### src/rtl/vp_pkg.sv
package vp_pkg;

	//////////////////////////////////////////////////
	// Key and joystick types
	//////////////////////////////////////////////////

	typedef logic [7:0]  ascii_t;
	// Extended flag in bit 8
	typedef logic [8:0]  scancode_t;
	// Toggle, pressed, scancode
	typedef logic [10:0] ps2_event_t;
	// Digits 1 to 9, then 0
	typedef logic [9:0]  numpad_t;
	typedef logic [15:0] joy_t;

	// Host key word fields
	localparam int PS2_TOGGLE  = 10;
	localparam int PS2_PRESSED = 9;

	// Number pad field inside a joystick word
	localparam int JOY_PAD_LO = 6;
	localparam int JOY_PAD_HI = 15;

	//////////////////////////////////////////////////
	// Video types
	//////////////////////////////////////////////////

	// R, G, B, luma from MSB down
	typedef logic [3:0]  vdc_pixel_t;
	typedef logic [23:0] rgb_t;
	typedef logic [8:0]  hcount_t;

	// Calibrated colour sets, black first, white luma last
	localparam rgb_t PALETTE_NTSC [16] = '{
		24'h000000, 24'h676767, 24'h1a37be, 24'h5c80f6,
		24'h006d07, 24'h56c469, 24'h2aaabe, 24'h77e6eb,
		24'h790000, 24'hc75151, 24'h94309f, 24'hdc84e8,
		24'h77670b, 24'hc6b86a, 24'hcecece, 24'hffffff
	};

	localparam rgb_t PALETTE_PAL [16] = '{
		24'h000000, 24'h494949, 24'h0000b6, 24'h4949ff,
		24'h00b601, 24'h49ff49, 24'h00b6c9, 24'h49ffff,
		24'hb60000, 24'hff4949, 24'hb600b6, 24'hff49ff,
		24'hb6b600, 24'hffff49, 24'hb6b6b6, 24'hffffff
	};

	//////////////////////////////////////////////////
	// Scancode table
	//////////////////////////////////////////////////

	typedef struct packed {
		scancode_t code;
		ascii_t    ascii;
	} key_entry_t;

	localparam ascii_t KEY_NONE  = 8'h00;
	localparam int     KEY_COUNT = 46;

	// Bit 8 of each code is a don't care
	localparam key_entry_t KEY_TABLE [KEY_COUNT] = '{
		'{9'h016, "1"}, '{9'h01e, "2"}, '{9'h026, "3"}, '{9'h025, "4"}, '{9'h02e, "5"},
		'{9'h036, "6"}, '{9'h03d, "7"}, '{9'h03e, "8"}, '{9'h046, "9"}, '{9'h045, "0"},
		'{9'h01c, "a"}, '{9'h032, "b"}, '{9'h021, "c"}, '{9'h023, "d"}, '{9'h024, "e"},
		'{9'h02b, "f"}, '{9'h034, "g"}, '{9'h033, "h"}, '{9'h043, "i"}, '{9'h03b, "j"},
		'{9'h042, "k"}, '{9'h04b, "l"}, '{9'h03a, "m"}, '{9'h031, "n"}, '{9'h044, "o"},
		'{9'h04d, "p"}, '{9'h015, "q"}, '{9'h02d, "r"}, '{9'h01b, "s"}, '{9'h02c, "t"},
		'{9'h03c, "u"}, '{9'h02a, "v"}, '{9'h01d, "w"}, '{9'h022, "x"}, '{9'h035, "y"},
		'{9'h01a, "z"}, '{9'h029, " "},
		// Operators
		'{9'h079, "+"}, '{9'h07b, "-"}, '{9'h07c, "*"}, '{9'h04a, "/"}, '{9'h055, "="},
		// Yes, no, enter, backspace
		'{9'h01f, 8'h11}, '{9'h027, 8'h12}, '{9'h05a, 8'h0a}, '{9'h066, 8'h08}
	};

endpackage

### src/rtl/vp_clock_enables.sv
module vp_clock_enables #(
	parameter int CPU_DIV_NTSC = 8,
	parameter int CPU_DIV_PAL  = 12,
	parameter int VDC_DIV_NTSC = 6,
	parameter int VDC_DIV_PAL  = 10
) (
	input  logic clk_sys,
	input  logic reset,
	input  logic pal_mode_i,
	output logic cpu_en_o,
	output logic vdc_en_o
);

	// Counter widths sized for the longer period
	localparam int CPU_MAX = (CPU_DIV_PAL > CPU_DIV_NTSC) ? CPU_DIV_PAL : CPU_DIV_NTSC;
	localparam int VDC_MAX = (VDC_DIV_PAL > VDC_DIV_NTSC) ? VDC_DIV_PAL : VDC_DIV_NTSC;
	localparam int CPU_W   = $clog2(CPU_MAX);
	localparam int VDC_W   = $clog2(VDC_MAX);

	logic [CPU_W-1:0] cpu_cnt;
	logic [CPU_W-1:0] cpu_top;
	logic [VDC_W-1:0] vdc_cnt;
	logic [VDC_W-1:0] vdc_top;

	// Last count of each period for the current standard
	assign cpu_top = pal_mode_i ? CPU_W'(CPU_DIV_PAL - 1) : CPU_W'(CPU_DIV_NTSC - 1);
	assign vdc_top = pal_mode_i ? VDC_W'(VDC_DIV_PAL - 1) : VDC_W'(VDC_DIV_NTSC - 1);

	always_ff @(posedge clk_sys or posedge reset) begin
		if (reset) begin
			cpu_cnt  <= '0;
			vdc_cnt  <= '0;
			cpu_en_o <= 1'b0;
			vdc_en_o <= 1'b0;
		end else begin
			// CPU divider, pulse on wrap
			if (cpu_cnt >= cpu_top) begin
				cpu_cnt  <= '0;
				cpu_en_o <= 1'b1;
			end else begin
				cpu_cnt  <= cpu_cnt + CPU_W'(1);
				cpu_en_o <= 1'b0;
			end
			// VDC divider, also the pixel rate
			if (vdc_cnt >= vdc_top) begin
				vdc_cnt  <= '0;
				vdc_en_o <= 1'b1;
			end else begin
				vdc_cnt  <= vdc_cnt + VDC_W'(1);
				vdc_en_o <= 1'b0;
			end
		end
	end

	// Enables are single-cycle pulses
	a_cpu_en_pulse: assert property (@(posedge clk_sys) disable iff (reset)
		cpu_en_o |=> !cpu_en_o);
	a_vdc_en_pulse: assert property (@(posedge clk_sys) disable iff (reset)
		vdc_en_o |=> !vdc_en_o);

endmodule

### src/rtl/vp_io_top.sv
module vp_io_top #(
	parameter int CPU_DIV_NTSC = 8,
	parameter int CPU_DIV_PAL  = 12,
	parameter int VDC_DIV_NTSC = 6,
	parameter int VDC_DIV_PAL  = 10,
	parameter int TRIM_LEFT    = 46,
	parameter int TRIM_RIGHT   = 367
) (
	input  logic               clk_sys,
	input  logic               reset,
	input  logic               pal_mode_i,
	input  logic               pal_palette_i,
	input  logic               trim_i,
	input  vp_pkg::ps2_event_t ps2_key_i,
	input  vp_pkg::joy_t       joy_a_i,
	input  vp_pkg::joy_t       joy_b_i,
	input  vp_pkg::vdc_pixel_t pixel_i,
	input  logic               hsync_n_i,
	input  logic               hblank_i,
	output logic               cpu_en_o,
	output logic               vdc_en_o,
	output logic               key_ready_o,
	output vp_pkg::ascii_t     key_ascii_o,
	output logic               key_released_o,
	output vp_pkg::rgb_t       rgb_o,
	output logic               hblank_o
);

	import vp_pkg::*;

	// Between key stages
	logic      ps2_chg;
	scancode_t scancode;
	logic      ps2_released;
	logic      joy_chg;
	numpad_t   numpad;

	//////////////////////////////////////////////////
	// Clock path
	//////////////////////////////////////////////////

	vp_clock_enables #(
		.CPU_DIV_NTSC (CPU_DIV_NTSC),
		.CPU_DIV_PAL  (CPU_DIV_PAL),
		.VDC_DIV_NTSC (VDC_DIV_NTSC),
		.VDC_DIV_PAL  (VDC_DIV_PAL)
	) u_clock_enables (
		.clk_sys    (clk_sys),
		.reset      (reset),
		.pal_mode_i (pal_mode_i),
		.cpu_en_o   (cpu_en_o),
		.vdc_en_o   (vdc_en_o)
	);

	//////////////////////////////////////////////////
	// Key path
	//////////////////////////////////////////////////

	vp_key_capture u_key_capture (
		.clk_sys        (clk_sys),
		.reset          (reset),
		.ps2_key_i      (ps2_key_i),
		.joy_a_i        (joy_a_i),
		.joy_b_i        (joy_b_i),
		.ps2_chg_o      (ps2_chg),
		.scancode_o     (scancode),
		.ps2_released_o (ps2_released),
		.joy_chg_o      (joy_chg),
		.numpad_o       (numpad)
	);

	vp_key_translate u_key_translate (
		.clk_sys        (clk_sys),
		.reset          (reset),
		.ps2_chg_i      (ps2_chg),
		.scancode_i     (scancode),
		.ps2_released_i (ps2_released),
		.joy_chg_i      (joy_chg),
		.numpad_i       (numpad),
		.key_ready_o    (key_ready_o),
		.key_ascii_o    (key_ascii_o),
		.key_released_o (key_released_o)
	);

	// Pixel stage runs on the VDC enable
	vp_video_color #(
		.TRIM_LEFT  (TRIM_LEFT),
		.TRIM_RIGHT (TRIM_RIGHT)
	) u_video_color (
		.clk_sys       (clk_sys),
		.reset         (reset),
		.vdc_en_i      (vdc_en_o),
		.pixel_i       (pixel_i),
		.hsync_n_i     (hsync_n_i),
		.hblank_i      (hblank_i),
		.pal_palette_i (pal_palette_i),
		.trim_i        (trim_i),
		.rgb_o         (rgb_o),
		.hblank_o      (hblank_o)
	);

endmodule

### src/rtl/vp_key_capture.sv
module vp_key_capture (
	input  logic               clk_sys,
	input  logic               reset,
	input  vp_pkg::ps2_event_t ps2_key_i,
	input  vp_pkg::joy_t       joy_a_i,
	input  vp_pkg::joy_t       joy_b_i,
	output logic               ps2_chg_o,
	output vp_pkg::scancode_t  scancode_o,
	output logic               ps2_released_o,
	output logic               joy_chg_o,
	output vp_pkg::numpad_t    numpad_o
);

	import vp_pkg::*;

	logic    toggle_q;
	numpad_t pad_q;
	numpad_t pad_now;
	logic    toggle_diff;

	// Both pads act as one keypad
	assign pad_now = joy_a_i[JOY_PAD_HI:JOY_PAD_LO] | joy_b_i[JOY_PAD_HI:JOY_PAD_LO];

	// New host event when the toggle flips
	assign toggle_diff = (ps2_key_i[PS2_TOGGLE] != toggle_q);

	//////////////////////////////////////////////////
	// Change detection
	//////////////////////////////////////////////////

	always_ff @(posedge clk_sys or posedge reset) begin
		if (reset) begin
			toggle_q  <= 1'b0;
			pad_q     <= '0;
			ps2_chg_o <= 1'b0;
			joy_chg_o <= 1'b0;
		end else begin
			toggle_q  <= ps2_key_i[PS2_TOGGLE];
			pad_q     <= pad_now;
			ps2_chg_o <= toggle_diff;
			joy_chg_o <= (pad_now != pad_q);
		end
	end

	// Event data, held between PS/2 events
	always_ff @(posedge clk_sys) begin
		if (toggle_diff) begin
			scancode_o     <= ps2_key_i[8:0];
			ps2_released_o <= ~ps2_key_i[PS2_PRESSED];
		end
		numpad_o <= pad_now;
	end

	// Host must not flip the toggle on back-to-back cycles
	a_ps2_chg_pulse: assert property (@(posedge clk_sys) disable iff (reset)
		ps2_chg_o |=> !ps2_chg_o);

endmodule

### src/rtl/vp_key_translate.sv
module vp_key_translate (
	input  logic              clk_sys,
	input  logic              reset,
	input  logic              ps2_chg_i,
	input  vp_pkg::scancode_t scancode_i,
	input  logic              ps2_released_i,
	input  logic              joy_chg_i,
	input  vp_pkg::numpad_t   numpad_i,
	output logic              key_ready_o,
	output vp_pkg::ascii_t    key_ascii_o,
	output logic              key_released_o
);

	import vp_pkg::*;

	// Pad bit order, lowest bit is digit one
	localparam ascii_t PAD_DIGITS [10] = '{"1", "2", "3", "4", "5", "6", "7", "8", "9", "0"};

	ascii_t ps2_ascii;
	ascii_t pad_ascii;
	ascii_t last_digit;
	logic   pad_empty;

	// Table search, extended bit ignored
	function automatic ascii_t scan_to_ascii(input scancode_t code);
		ascii_t result;
		result = KEY_NONE;
		for (int i = 0; i < KEY_COUNT; i++) begin
			if (KEY_TABLE[i].code[7:0] == code[7:0]) begin
				result = KEY_TABLE[i].ascii;
			end
		end
		return result;
	endfunction

	// Lowest set bit wins, so scan from the top down
	function automatic ascii_t pad_to_ascii(input numpad_t pad);
		ascii_t result;
		result = KEY_NONE;
		for (int i = 9; i >= 0; i--) begin
			if (pad[i]) begin
				result = PAD_DIGITS[i];
			end
		end
		return result;
	endfunction

	assign ps2_ascii = scan_to_ascii(scancode_i);
	assign pad_ascii = pad_to_ascii(numpad_i);
	assign pad_empty = (numpad_i == '0);

	//////////////////////////////////////////////////
	// Event merge
	//////////////////////////////////////////////////

	always_ff @(posedge clk_sys or posedge reset) begin
		if (reset) begin
			key_ready_o <= 1'b0;
			last_digit  <= KEY_NONE;
		end else begin
			key_ready_o <= ps2_chg_i | joy_chg_i;
			// Remembered for the release of all pad buttons
			if (joy_chg_i && !pad_empty) begin
				last_digit <= pad_ascii;
			end
		end
	end

	// PS/2 has priority over the pad
	always_ff @(posedge clk_sys) begin
		if (ps2_chg_i) begin
			key_ascii_o    <= ps2_ascii;
			key_released_o <= ps2_released_i;
		end else if (joy_chg_i) begin
			key_ascii_o    <= pad_empty ? last_digit : pad_ascii;
			key_released_o <= pad_empty;
		end
	end

	// Pad events always reach the keymap as a digit, releases included
	a_pad_digit: assert property (@(posedge clk_sys) disable iff (reset)
		(joy_chg_i && !ps2_chg_i) |=> (key_ascii_o inside {[8'h30:8'h39]}));

endmodule

### src/rtl/vp_video_color.sv
module vp_video_color #(
	parameter int TRIM_LEFT  = 46,
	parameter int TRIM_RIGHT = 367
) (
	input  logic               clk_sys,
	input  logic               reset,
	input  logic               vdc_en_i,
	input  vp_pkg::vdc_pixel_t pixel_i,
	input  logic               hsync_n_i,
	input  logic               hblank_i,
	input  logic               pal_palette_i,
	input  logic               trim_i,
	output vp_pkg::rgb_t       rgb_o,
	output logic               hblank_o
);

	import vp_pkg::*;

	logic    hsync_n_q;
	hcount_t hcount;
	logic    line_start;
	logic    in_border;
	rgb_t    color;

	// Colour lookup by the RGBL code
	assign color = pal_palette_i ? PALETTE_PAL[pixel_i] : PALETTE_NTSC[pixel_i];

	// Sync rising edge seen at pixel rate
	assign line_start = hsync_n_i && !hsync_n_q;

	// Outside the visible window
	assign in_border = (hcount <= hcount_t'(TRIM_LEFT)) ||
		(hcount >= hcount_t'(TRIM_RIGHT));

	//////////////////////////////////////////////////
	// Pixel counter
	//////////////////////////////////////////////////

	always_ff @(posedge clk_sys or posedge reset) begin
		if (reset) begin
			hsync_n_q <= 1'b0;
			hcount    <= '0;
		end else if (vdc_en_i) begin
			hsync_n_q <= hsync_n_i;
			// Restart at each line
			if (line_start) begin
				hcount <= '0;
			end else begin
				hcount <= hcount + hcount_t'(1);
			end
		end
	end

	//////////////////////////////////////////////////
	// Output registers
	//////////////////////////////////////////////////

	// Registered every system cycle, not only on pixel enables
	always_ff @(posedge clk_sys or posedge reset) begin
		if (reset) begin
			rgb_o    <= '0;
			hblank_o <= 1'b1;
		end else begin
			rgb_o    <= color;
			// Trim widens blanking to hide overscan
			hblank_o <= trim_i ? in_border : hblank_i;
		end
	end

endmodule

### config.mk
export PLATFORM = sky130hd
export DESIGN_NAME = vp_io_top
export DESIGN_NICKNAME = d
export VERILOG_FILES = /design/src/rtl/vp_pkg.sv /design/src/rtl/vp_clock_enables.sv /design/src/rtl/vp_io_top.sv /design/src/rtl/vp_key_capture.sv /design/src/rtl/vp_key_translate.sv /design/src/rtl/vp_video_color.sv
export SDC_FILE = /design/constraint.sdc
export NUM_CORES = 1
export LEC_CHECK = 0
export BUFFER_PORTS_ARGS = -buffer_cell sky130_fd_sc_hd__buf_2
export CAP_MARGIN = 20
export CORE_ASPECT_RATIO = 1.1
export CORE_UTILIZATION = 56
export DETAILED_ROUTE_END_ITERATION = 8
export PLACE_DENSITY = 0.8
export SYNTH_ARGS = -nofsm -noshare
export SYNTH_HDL_FRONTEND = slang
export SYNTH_SLANG_ARGS = --single-unit
### constraint.sdc
create_clock -name clk_sys -period 2.25 [get_ports clk_sys]
set_clock_uncertainty 0.1 [all_clocks]
set_input_delay 0.3375 -clock clk_sys [delete_from_list [all_inputs] [get_ports clk_sys]]
set_output_delay 0.3375 -clock clk_sys [all_outputs]
set_load 0.05 [all_outputs]
==> results.tsv, run 1 <==
stage	metric	value	unit
run_status	status	complete, no violations	
global_routing	first-pass GRT wire length	19100	µm
cells_and_area	share of cells above drive strength 1	28.1	%
worst_setup_path	flop2flop setup slack	0.04	ns
route	Iter 0 DRT Violations	395	
clock_network	Root Driver	clkbuf_8	
route	Final ANT Viol Nets	0	
worst_setup_path	endpoint type of the worst setup path	register	
synthesis	Post-synth top cells	63 x dfrtp_1, 55 x nor2_1, 38 x o21ai_0	
clock_network	clock-pin slew on the worst setup and hold paths	0.10	ns
synthesis	number of flops mapped to enable cells by yosys	17	
synthesis	Post-Syn Nets	614	
worst_setup_path	Crit Path Max Fanout	9	
clock_network	CTS tree	done	
synthesis	sequential share of the synthesized area	45.4	%
hold_path	Min-Delay Path Class	in2reg	
timing	final hold vios	0	
global_routing	vias in the first global route	4091	
hold_path	hold path startpoint	trim_i	
cells_and_area	post-route cell area	0.00613	mm²
floorplan	cell row count	36	
run	max-cap viol count	0	
route	per-cell routed wire length	15.9	µm
worst_setup_path	Reg-to-Reg Start	u_key_capture.scancode_o[1]	
cells_and_area	area grow syn2layout	20.3	%
worst_setup_path	Reg2Reg Depth	7	
synthesis	YS warnings	0	
global_routing	largest net degree at the start of global routing	65	
cells_and_area	final core occ	69.4	%
route	drt via density	5.70	
placement	Final HPWL DP	8670	µm
placement	Port Buffers	76	
power	Pwr Density	762	mW/mm²
floorplan	Die Y	102	µm
route	final WL	12200	µm
worst_setup_path	critical path startpoint category	register	
floorplan	die area	0.00949	mm²
clock_network	H-tree Lvls	3	
clock_network	clk sink count	91	
synthesis	syn avg cell area	9.37	µm²
floorplan	CORE AREA	0.00883	mm²
synthesis	synth unique cells	78	
placement	GP Congestion	0.934	
cells_and_area	Final Non-Filler Cells	766	
synthesis	#FFs+latches synth	91	
floorplan	die width	93.0	µm
global_routing	Global Route Usage Sum	25.9	%
worst_setup_path	R2R Path End	u_key_translate.key_ascii_o[5]	
floorplan	IO Pins	91	
worst_setup_path	Arrival @ worst endpoint	2.21	ns
synthesis	area share of the largest cell type after synthesis	30.9	%
timing	hold_ws	0.0337	ns
global_routing	gr ovfl total	0	
placement	Placed Instance Area	0.00579	mm²
timing	Max Slew Vio Count	0	
clock_network	clk_lat worst skew	0.37	ns
timing	Fin Setup TNS	0	ns
route	DRT Pass-1 Iters	7	
power	Final Total Pwr	4.67	mW
timing	Final period util	98.2	%
global_routing	initial antenna violation count	0	
timing	endpoints failing setup	0	
placement	pre-CTS setup slack	0.000853	ns
clock_network	CTS Buf Count	9	
worst_setup_path	Setup crit start	u_key_capture.scancode_o[1]	
cells_and_area	Final nets	717	
route	Via Count	4369	
worst_setup_path	CP Data Required Time	2.25	ns
timing	Fmax	452	MHz
synthesis	Synth area leaders	dfrtp_1 31%, edfxtp_1 10%, nor2_1 4.1%	
power	VDD IR max	0.522	mV
floorplan	Starting Density	57.7	%
synthesis	Post-Synthesis Cells	544	
timing	Tmin final	2.21	ns
synthesis	Post-synth top flop	dfrtp_1	
worst_setup_path	CP Class	reg2reg	
worst_setup_path	crit path to	u_key_translate.key_ascii_o[5]	
timing	final setup margin	0.0396	ns
synthesis	synthesized cell area	0.00510	mm²
cells_and_area	Ant. Diodes	0	
placement	placed cells	740	
clock_network	clock buffer depth	2	
synthesis	most common cell in the synthesized netlist	dfrtp_1	
power	static leakage	2.71	nW
cells_and_area	fill count	705	
synthesis	asr flop ratio synth	70.3	%
route	DRC Markers	0	
synthesis	leading area contributor after synthesis	dfrtp_1	
routing by layer:
layer  track usage, %  share of wire, %
met4             11.5               3.0
met3             5.80               5.1
met2             43.2                50
met1             32.3                42
met5                0                 0
flip-flops by register name, summed over array words and instances (netlist names), 5 cells and up:
register	flops
u_key_capture.numpad_o	10
u_key_capture.pad_q	10
u_key_capture.scancode_o	8
u_key_translate.key_ascii_o	7
u_key_translate.last_digit	5
u_video_color.hcount	9
u_video_color.rgb_o	24
worst max-delay path, cell delays in order, from the launching register on:
cell and delay [ns]:
edfxtp_1 0.44, buf_4 0.20, nor2b_2 0.19, a31oi_1 0.33
or4b_4 0.21, o21ai_2 0.07, nor4_4 0.26, a41oi_2 0.14
cell usage in the layout (no fill, tap or decap), types with 18 or more instances in the layout:
master and count:
buf_2 76, o21ai_0 38, nand2b_1 24, dfrtp_1 63
nor3_1 18, a21oi_1 33, nor2_1 54, inv_1 19
buf_4 45, nand2_1 35
power by group:
part | total, mW | leakage [nW] | internal (mW) | switching (mW)
clock | 1.14 | 0.107 | 0.491 | 0.647
sequential | 2.14 | 1.02 | 1.93 | 0.215
combinational | 1.39 | 1.59 | 0.526 | 0.869
total | 4.67 | 2.71 | 2.94 | 1.73
what timing repair did:
action,CTS,global route
buffers inserted,0,8
pin swaps,0,5
gates resized for setup,1,12
endpoints found under the setup margin,1,6
hold endpoints to repair,64,0
hold buffers,2,0
worst min-delay path by stage:
stage | to | slack [ns] | cells after the start
3_3_place_gp | u_clock_enables.cpu_en_o | 0.32 | 3
2_1_floorplan | u_key_capture.toggle_q | 0.27 | 0
4_1_cts | u_video_color.hblank_o | 0.01 | 2
6_report | u_video_color.hblank_o | 0.03 | 2
5_1_grt | u_video_color.hblank_o | 0.007 | 2
3_5_place_dp | u_clock_enables.cpu_cnt[2] | 0.33 | 3
cells by family after synthesis:
kind of cell / after synthesis / synth area share [%]
flip-flops: 91 / 45.4
adder cells (fa/ha/maj): 16 / 3.93
multiplexers: 7 / 1.45
other: 1 / 0.0736
XOR/XNOR: 24 / 4.12
buffers and inverters: 54 / 4.54
AO/OA/AOI/OAI: 139 / 17.9
AND/OR/NAND/NOR: 212 / 22.6
cell type report:
class,count,area [µm²],area share [%]
tap,114,143,2.33
inverter,20,75.1,1.22
multi-input combinational,399,2600,42.5
clock buffer,10,149,2.43
timing repair buffer,126,790,12.9
sequential,91,2310,37.7
clock inverter,6,56.3,0.919
Note: power is estimated with default switching activity, not from simulation.
==> run 2, diff against run 1 <==
- PLACE_DENSITY: 0.8 -> 0.9
- SETUP_SLACK_MARGIN: default -> 0.2
==> run 2 against run 1 <==
Largest power group unchanged. Fmax shrank 2.1%. Non-clock buffer count grew 12. The flow now finishes with violations (negative setup slack). Die area is the same. Critical path depth grew 1. Clock power shrank 8%. Hold slack lost 0.0064 ns. Flip-flop and latch count is the same.
==> results.tsv, run 2 (same netlist as run 1, synthesis figures left out) <==
stage	metric	value	unit
clock_network	Root Driver	clkbuf_8	
worst_setup_path	crit path max-delay cell type	edfxtp_1	
floorplan	Starting Density	57.7	%
worst_setup_path	CP Data Required Time	2.26	ns
clock_network	clk sink count	91	
route	Iter 0 DRT Violations	287	
worst_setup_path	WP depth	8	
route	DRC Markers	0	
worst_setup_path	Crit Path Max Fanout	5	
worst_setup_path	Reg2Reg Depth	8	
timing	Max Slew Vio Count	0	
worst_setup_path	Reg-to-Reg Start	u_key_capture.scancode_o[5]	
hold_path	Min-Delay Path Class	in2reg	
worst_setup_path	crit path to	u_key_translate.key_ascii_o[5]	
run_status	status	finished, violations left	
global_routing	first-pass GRT wire length	21400	µm
worst_setup_path	CP Class	reg2reg	
route	per-cell routed wire length	17.4	µm
clock_network	CTS tree	done	
cells_and_area	biggest regs	u_video_color.rgb_o (24), u_key_capture.numpad_o (10), u_key_capture.pad_q (10)	
timing	actual slew at the worst max-slew pin	0.507	ns
timing	Slew HR	66.2	%
route	drt via density	5.93	
power	Pwr Density	734	mW/mm²
global_routing	largest net degree at the start of global routing	33	
clock_network	clock-pin slew on the worst setup and hold paths	0.10	ns
timing	final hold vios	0	
placement	Placed Instance Area	0.00583	mm²
cells_and_area	post-route cell area	0.00641	mm²
cells_and_area	Final nets	729	
cells_and_area	register with the most flip-flops	u_video_color.rgb_o	
route	final WL	13500	µm
worst_setup_path	endpoint type of the worst setup path	register	
worst_setup_path	flop2flop setup slack	-0.007	ns
worst_setup_path	Crit path max-delay family	simple AND/OR/NAND/NOR gates	
route	DRT Pass-1 Iters	5	
timing	Tmin final	2.26	ns
timing	endpoints failing setup	1	
worst_setup_path	critical path, cell by cell	buf_4 > buf_6 > buf_6 > nor2b_4 > a31oi_4 > nand3_2 > nor4_4 > a41oi_2	
placement	GP Congestion	0.992	
timing	Final period util	100	%
route	Final ANT Viol Nets	0	
global_routing	gr ovfl total	0	
cells_and_area	fill count	646	
hold_path	Worst Hold Depth	2	
run_status	failing checks	negative setup slack	
worst_setup_path	Arrival @ worst endpoint	2.27	ns
placement	Port Buffers	76	
worst_setup_path	critical path startpoint category	register	
power	Final Total Pwr	4.70	mW
cells_and_area	Largest register FFs	24	
cells_and_area	commonest non-fill, non-tap cell in the layout	buf_2	
cells_and_area	storage element area	0.00231	mm²
clock_network	clk_lat worst skew	0.37	ns
worst_setup_path	most frequent cell on the critical path	buf_6	
global_routing	initial antenna violation count	0	
cells_and_area	share of cells above drive strength 1	33.0	%
timing	final setup margin	-0.00742	ns
placement	Final HPWL DP	9560	µm
worst_setup_path	slowest stage delay, CP	0.51	ns
floorplan	Die Y	102	µm
power	VDD IR max	0.598	mV
route	Via Count	4610	
floorplan	CORE AREA	0.00883	mm²
clock_network	H-tree Lvls	3	
power	static leakage	2.82	nW
floorplan	die area	0.00949	mm²
cells_and_area	area grow syn2layout	25.7	%
floorplan	die width	93.0	µm
timing	Fmax	443	MHz
clock_network	CTS Buf Count	9	
timing	Fin Setup TNS	-0.00742	ns
floorplan	cell row count	36	
floorplan	IO Pins	91	
cells_and_area	commonest non-fill, non-tap cells in the layout	76 x buf_2, 63 x dfrtp_1, 52 x nor2_1	
cells_and_area	Multi-input gate area	0.00279	mm²
run	max-cap viol count	0	
global_routing	Global Route Usage Sum	29.3	%
worst_setup_path	CP Buf/Inv Count	3	
global_routing	vias in the first global route	4572	
worst_setup_path	R2R Path End	u_key_translate.key_ascii_o[5]	
timing	unrepaired setup endpoints after global routing	true	
worst_setup_path	Setup crit start	u_key_capture.scancode_o[5]	
clock_network	clock buffer depth	2	
cells_and_area	Ant. Diodes	0	
-- run 2: cell count changes in the layout (fill, tap and decap cells not counted), moves of 3 or more --
cell / delta
buf_6: +6
buf_4: +5
nor3_1: -5
nor3_2: +4
o21ai_0: -4
nand2b_1: -3
-- run 2: worst register-to-register path: stages (launching register included) --
cell      delay (ns)
edfxtp_1        0.51
buf_4           0.19
buf_6           0.11
buf_6           0.11
nor2b_4         0.14
a31oi_4         0.21
nand3_2         0.14
nor4_4          0.36
a41oi_2         0.15
-- run 2: stage by stage --
stage / setup WS [ns] / utilization, % / instances / hold WS [ns]
after floorplan: 0.204 / - / 544 / 0.269
after CTS: 0.0628 / 70.0 / 771 / 0.0101
after detailed placement: 0.00808 / 66.1 / 744 / 0.299
after global placement: 0.0691 / 66.1 / 744 / 0.272
final: -0.00742 / 72.6 / 778 / 0.0273
after global routing: -0.0267 / 72.6 / 778 / 0.00744
-- run 2: layout make-up --
class                   count  share of cell area (%)
multi-input cells         399                    43.5
well taps                 114                    2.23
repair buffers            138                    14.3
flip-flops and latches     91                    36.1
clock inverters             6                   0.762
clock buffers              10                    1.99
inverters                  20                    1.17
-- run 2: routing by layer --
layer  GRT usage (%)  up-vias  part of all wire, %
met1            33.9     2244                   38
met3            5.43       34                  5.7
met4            11.8        0                  2.8
li1                -     2155                    -
met5               0        -                    0
met2            53.6      177                   54
-- run 2: worst min-delay path by stage --
stage,startpoint,endpoint,slack (ns)
global route,trim_i,u_video_color.hblank_o,0.007
global placement,reset,u_key_capture.pad_q[9],0.27
floorplan,ps2_key_i[10],u_key_capture.toggle_q,0.27
CTS,trim_i,u_video_color.hblank_o,0.01
finish,trim_i,u_video_color.hblank_o,0.03
detailed placement,reset,u_key_capture.pad_q[7],0.30
-- run 2: where the power goes --
part	internal, mW	total (mW)	switching (mW)	leakage (nW)
clock network	0.417	1.05	0.632	0.0916
logic	0.574	1.50	0.922	1.71
registers	1.93	2.16	0.232	1.02
total	2.92	4.70	1.79	2.82
-- run 2: repair_timing --
action / 4_1_cts / 5_1_grt
buffers inserted: 9 / 7
hold buffers: 2 / 0
pin swaps: 4 / 25
setup endpoints to repair: 7 / 7
hold endpoints to repair: 20 / 0
resized for setup: 22 / 35
==> run 3, diff against run 2 <==
- PLACE_DENSITY: 0.9 -> 0.8
==> run 3 against run 2 <==
The run now ends clean. Clock power grew 8%. Setup slack gained 0.066 ns. Largest cell class unchanged. Sequential share of layout area rose by 0.36 points. Highest routed layer unchanged. Register-to-register slack improved by 0.07 ns. Via count fell by 2.8%. Critical path type unchanged. Design area is 0.88% lower.
==> results.tsv, run 3 (same netlist as run 1, synthesis figures left out) <==
stage	metric	value	unit
run_status	status	complete, no violations	
power	clock share of power	23.9	%
cells_and_area	commonest non-fill, non-tap cell in the layout	buf_2	
route	per-cell routed wire length	16.3	µm
power	Logic pwr share	30.6	%
route	Final ANT Viol Nets	0	
worst_setup_path	crit path max-delay cell type	edfxtp_1	
cells_and_area	Multi-input gate area	0.00274	mm²
timing	Max Slew Vio Count	0	
placement	Final HPWL DP	8670	µm
timing	Final period util	97.4	%
worst_setup_path	slowest stage delay, CP	0.58	ns
placement	GP Congestion	0.934	
floorplan	IO Pins	91	
worst_setup_path	Reg-to-Reg Start	u_key_capture.scancode_o[5]	
worst_setup_path	Reg2Reg Depth	5	
timing	endpoints failing setup	0	
worst_setup_path	R2R Path End	u_key_translate.key_ascii_o[5]	
clock_network	clock buffer depth	2	
run	max-cap viol count	0	
global_routing	Global Route Usage Sum	26.3	%
worst_setup_path	flop2flop setup slack	0.06	ns
floorplan	CORE AREA	0.00883	mm²
global_routing	initial antenna violation count	0	
clock_network	H-tree Lvls	3	
clock_network	clk_lat worst skew	0.37	ns
route	Via Count	4479	
timing	unrepaired setup endpoints after global routing	true	
hold_path	Worst Hold Depth	2	
power	internal power	2.97	mW
clock_network	clock-pin slew on the worst setup and hold paths	0.10	ns
cells_and_area	Ant. Diodes	0	
floorplan	die width	93.0	µm
worst_setup_path	critical path startpoint category	register	
cells_and_area	Final nets	726	
cells_and_area	register with the most flip-flops	u_video_color.rgb_o	
global_routing	first-pass GRT wire length	19400	µm
placement	Port Buffers	76	
clock_network	CTS Buf Count	9	
cells_and_area	area grow syn2layout	24.6	%
timing	Tmin final	2.19	ns
clock_network	Root Driver	clkbuf_8	
route	DRC Markers	0	
worst_setup_path	Crit Path Max Fanout	7	
hold_path	Min-Delay Path Class	in2reg	
worst_setup_path	Arrival @ worst endpoint	2.31	ns
power	Pwr Density	743	mW/mm²
worst_setup_path	critical path, cell by cell	or3b_4 > or4b_4 > o21ai_4 > nor4_4 > a41oi_2	
power	static leakage	2.80	nW
hold_path	hold path startpoint	trim_i	
route	DRT Pass-1 Iters	6	
clock_network	CTS tree	done	
cells_and_area	commonest non-fill, non-tap cells in the layout	76 x buf_2, 63 x dfrtp_1, 53 x nor2_1	
global_routing	vias in the first global route	4153	
cells_and_area	Largest register FFs	24	
cells_and_area	biggest regs	u_video_color.rgb_o (24), u_key_capture.numpad_o (10), u_key_capture.pad_q (10)	
floorplan	die area	0.00949	mm²
floorplan	Starting Density	57.7	%
power	Flop pwr share	45.5	%
route	Iter 0 DRT Violations	349	
timing	final hold vios	0	
hold_path	Hold Path Sink	u_video_color.hblank_o	
power	VDD IR max	0.523	mV
global_routing	gr ovfl total	0	
power	sw frac	37.1	%
cells_and_area	share of cells above drive strength 1	32.4	%
power	Final Total Pwr	4.72	mW
power	switching power total	1.75	mW
timing	Fin Setup TNS	0	ns
route	final WL	12700	µm
cells_and_area	storage element area	0.00232	mm²
worst_setup_path	CP Class	reg2reg	
cells_and_area	fill count	669	
worst_setup_path	CP Buf/Inv Count	0	
floorplan	cell row count	36	
clock_network	clk sink count	91	
worst_setup_path	Crit path max-delay family	simple AND/OR/NAND/NOR gates	
worst_setup_path	endpoint type of the worst setup path	register	
global_routing	largest net degree at the start of global routing	65	
timing	Fmax	456	MHz
worst_setup_path	CP Data Required Time	2.36	ns
route	drt via density	5.78	
floorplan	Die Y	102	µm
run 3: changes by cell type in the layout (fill, tap and decap cells not counted), moves of 2 or more:
| cell | delta |
|---|---|
| buf_6 | -2 |
| a211oi_4 | -2 |
| dfxtp_1 | -2 |
| nand2b_2 | -2 |
| nand2b_1 | +3 |
| a31oi_2 | +2 |
| a211oi_2 | +2 |
| dfxtp_2 | +2 |
| nor2_2 | -2 |
| inv_6 | -2 |
| a31oi_4 | -2 |
run 3: per-stage QoR:
stage	hold slack, ns	worst slack (ns)	area, µm²	utilization [%]	cells
after CTS	0.0112	0.111	6150	69.7	766
after global routing	0.00730	0.0167	6350	71.9	775
after detailed placement	0.328	0.000853	5790	65.6	740
after floorplan	0.269	0.204	5100	-	544
after global placement	0.319	0.0558	5790	65.6	740
final	0.0350	0.0584	6350	71.9	775
run 3: repair_timing:
| action | 4_1_cts | 5_1_grt |
|---|---|---|
| pin swaps | 6 | 20 |
| hold buffers | 2 | 0 |
| setup buffers | 8 | 9 |
| endpoints found under the hold margin | 64 | 0 |
| gates resized for setup | 18 | 33 |
| endpoints found under the setup margin | 7 | 7 |
run 3: power groups by stage:
stage	clock, mW	sequential (mW)	combinational, mW
after floorplan	0	2.38	0.764
after global placement	0	2.15	1.32
after detailed placement	0	2.17	1.36
after CTS	1.16	2.14	1.41
after global routing	1.22	2.18	1.58
final	1.13	2.15	1.44
run 3: worst reg2reg max path, delay by kind of cell (launching register included):
family / cells / cell delay, ns
AND/OR/NAND/NOR: 3 / 1.08
flip-flops: 1 / 0.58
AO/OA/AOI/OAI: 2 / 0.28
run 3: cell type report:
type	count	area share, %
multi-input cells	399	43.1
flip-flops and latches	91	36.5
repair buffers	135	13.7
clock buffers	10	2.34
well taps	114	2.25
inverters	20	1.18
clock inverters	6	0.887
run 3: worst max path at each step:
stage                                startpoint                             end  cells after the start
finish              u_key_capture.scancode_o[5]  u_key_translate.key_ascii_o[5]                      5
global route        u_key_capture.scancode_o[5]  u_key_translate.key_ascii_o[5]                      5
CTS                 u_key_capture.scancode_o[5]  u_key_translate.key_ascii_o[5]                      7
detailed placement  u_key_capture.scancode_o[5]  u_key_translate.key_ascii_o[1]                      6
global placement    u_key_capture.scancode_o[0]  u_key_translate.key_ascii_o[2]                      7
floorplan             u_key_capture.numpad_o[6]  u_key_translate.key_ascii_o[5]                      6
run 3: per-layer routing:
| metal | vias up | wire, µm | GRT usage, % |
|---|---|---|---|
| li1 | 2150 | - | - |
| met4 | 0 | 347 | 11.8 |
| met2 | 181 | 6450 | 44.9 |
| met5 | - | 0 | 0 |
| met3 | 36 | 766 | 5.28 |
| met1 | 2112 | 5100 | 32.3 |
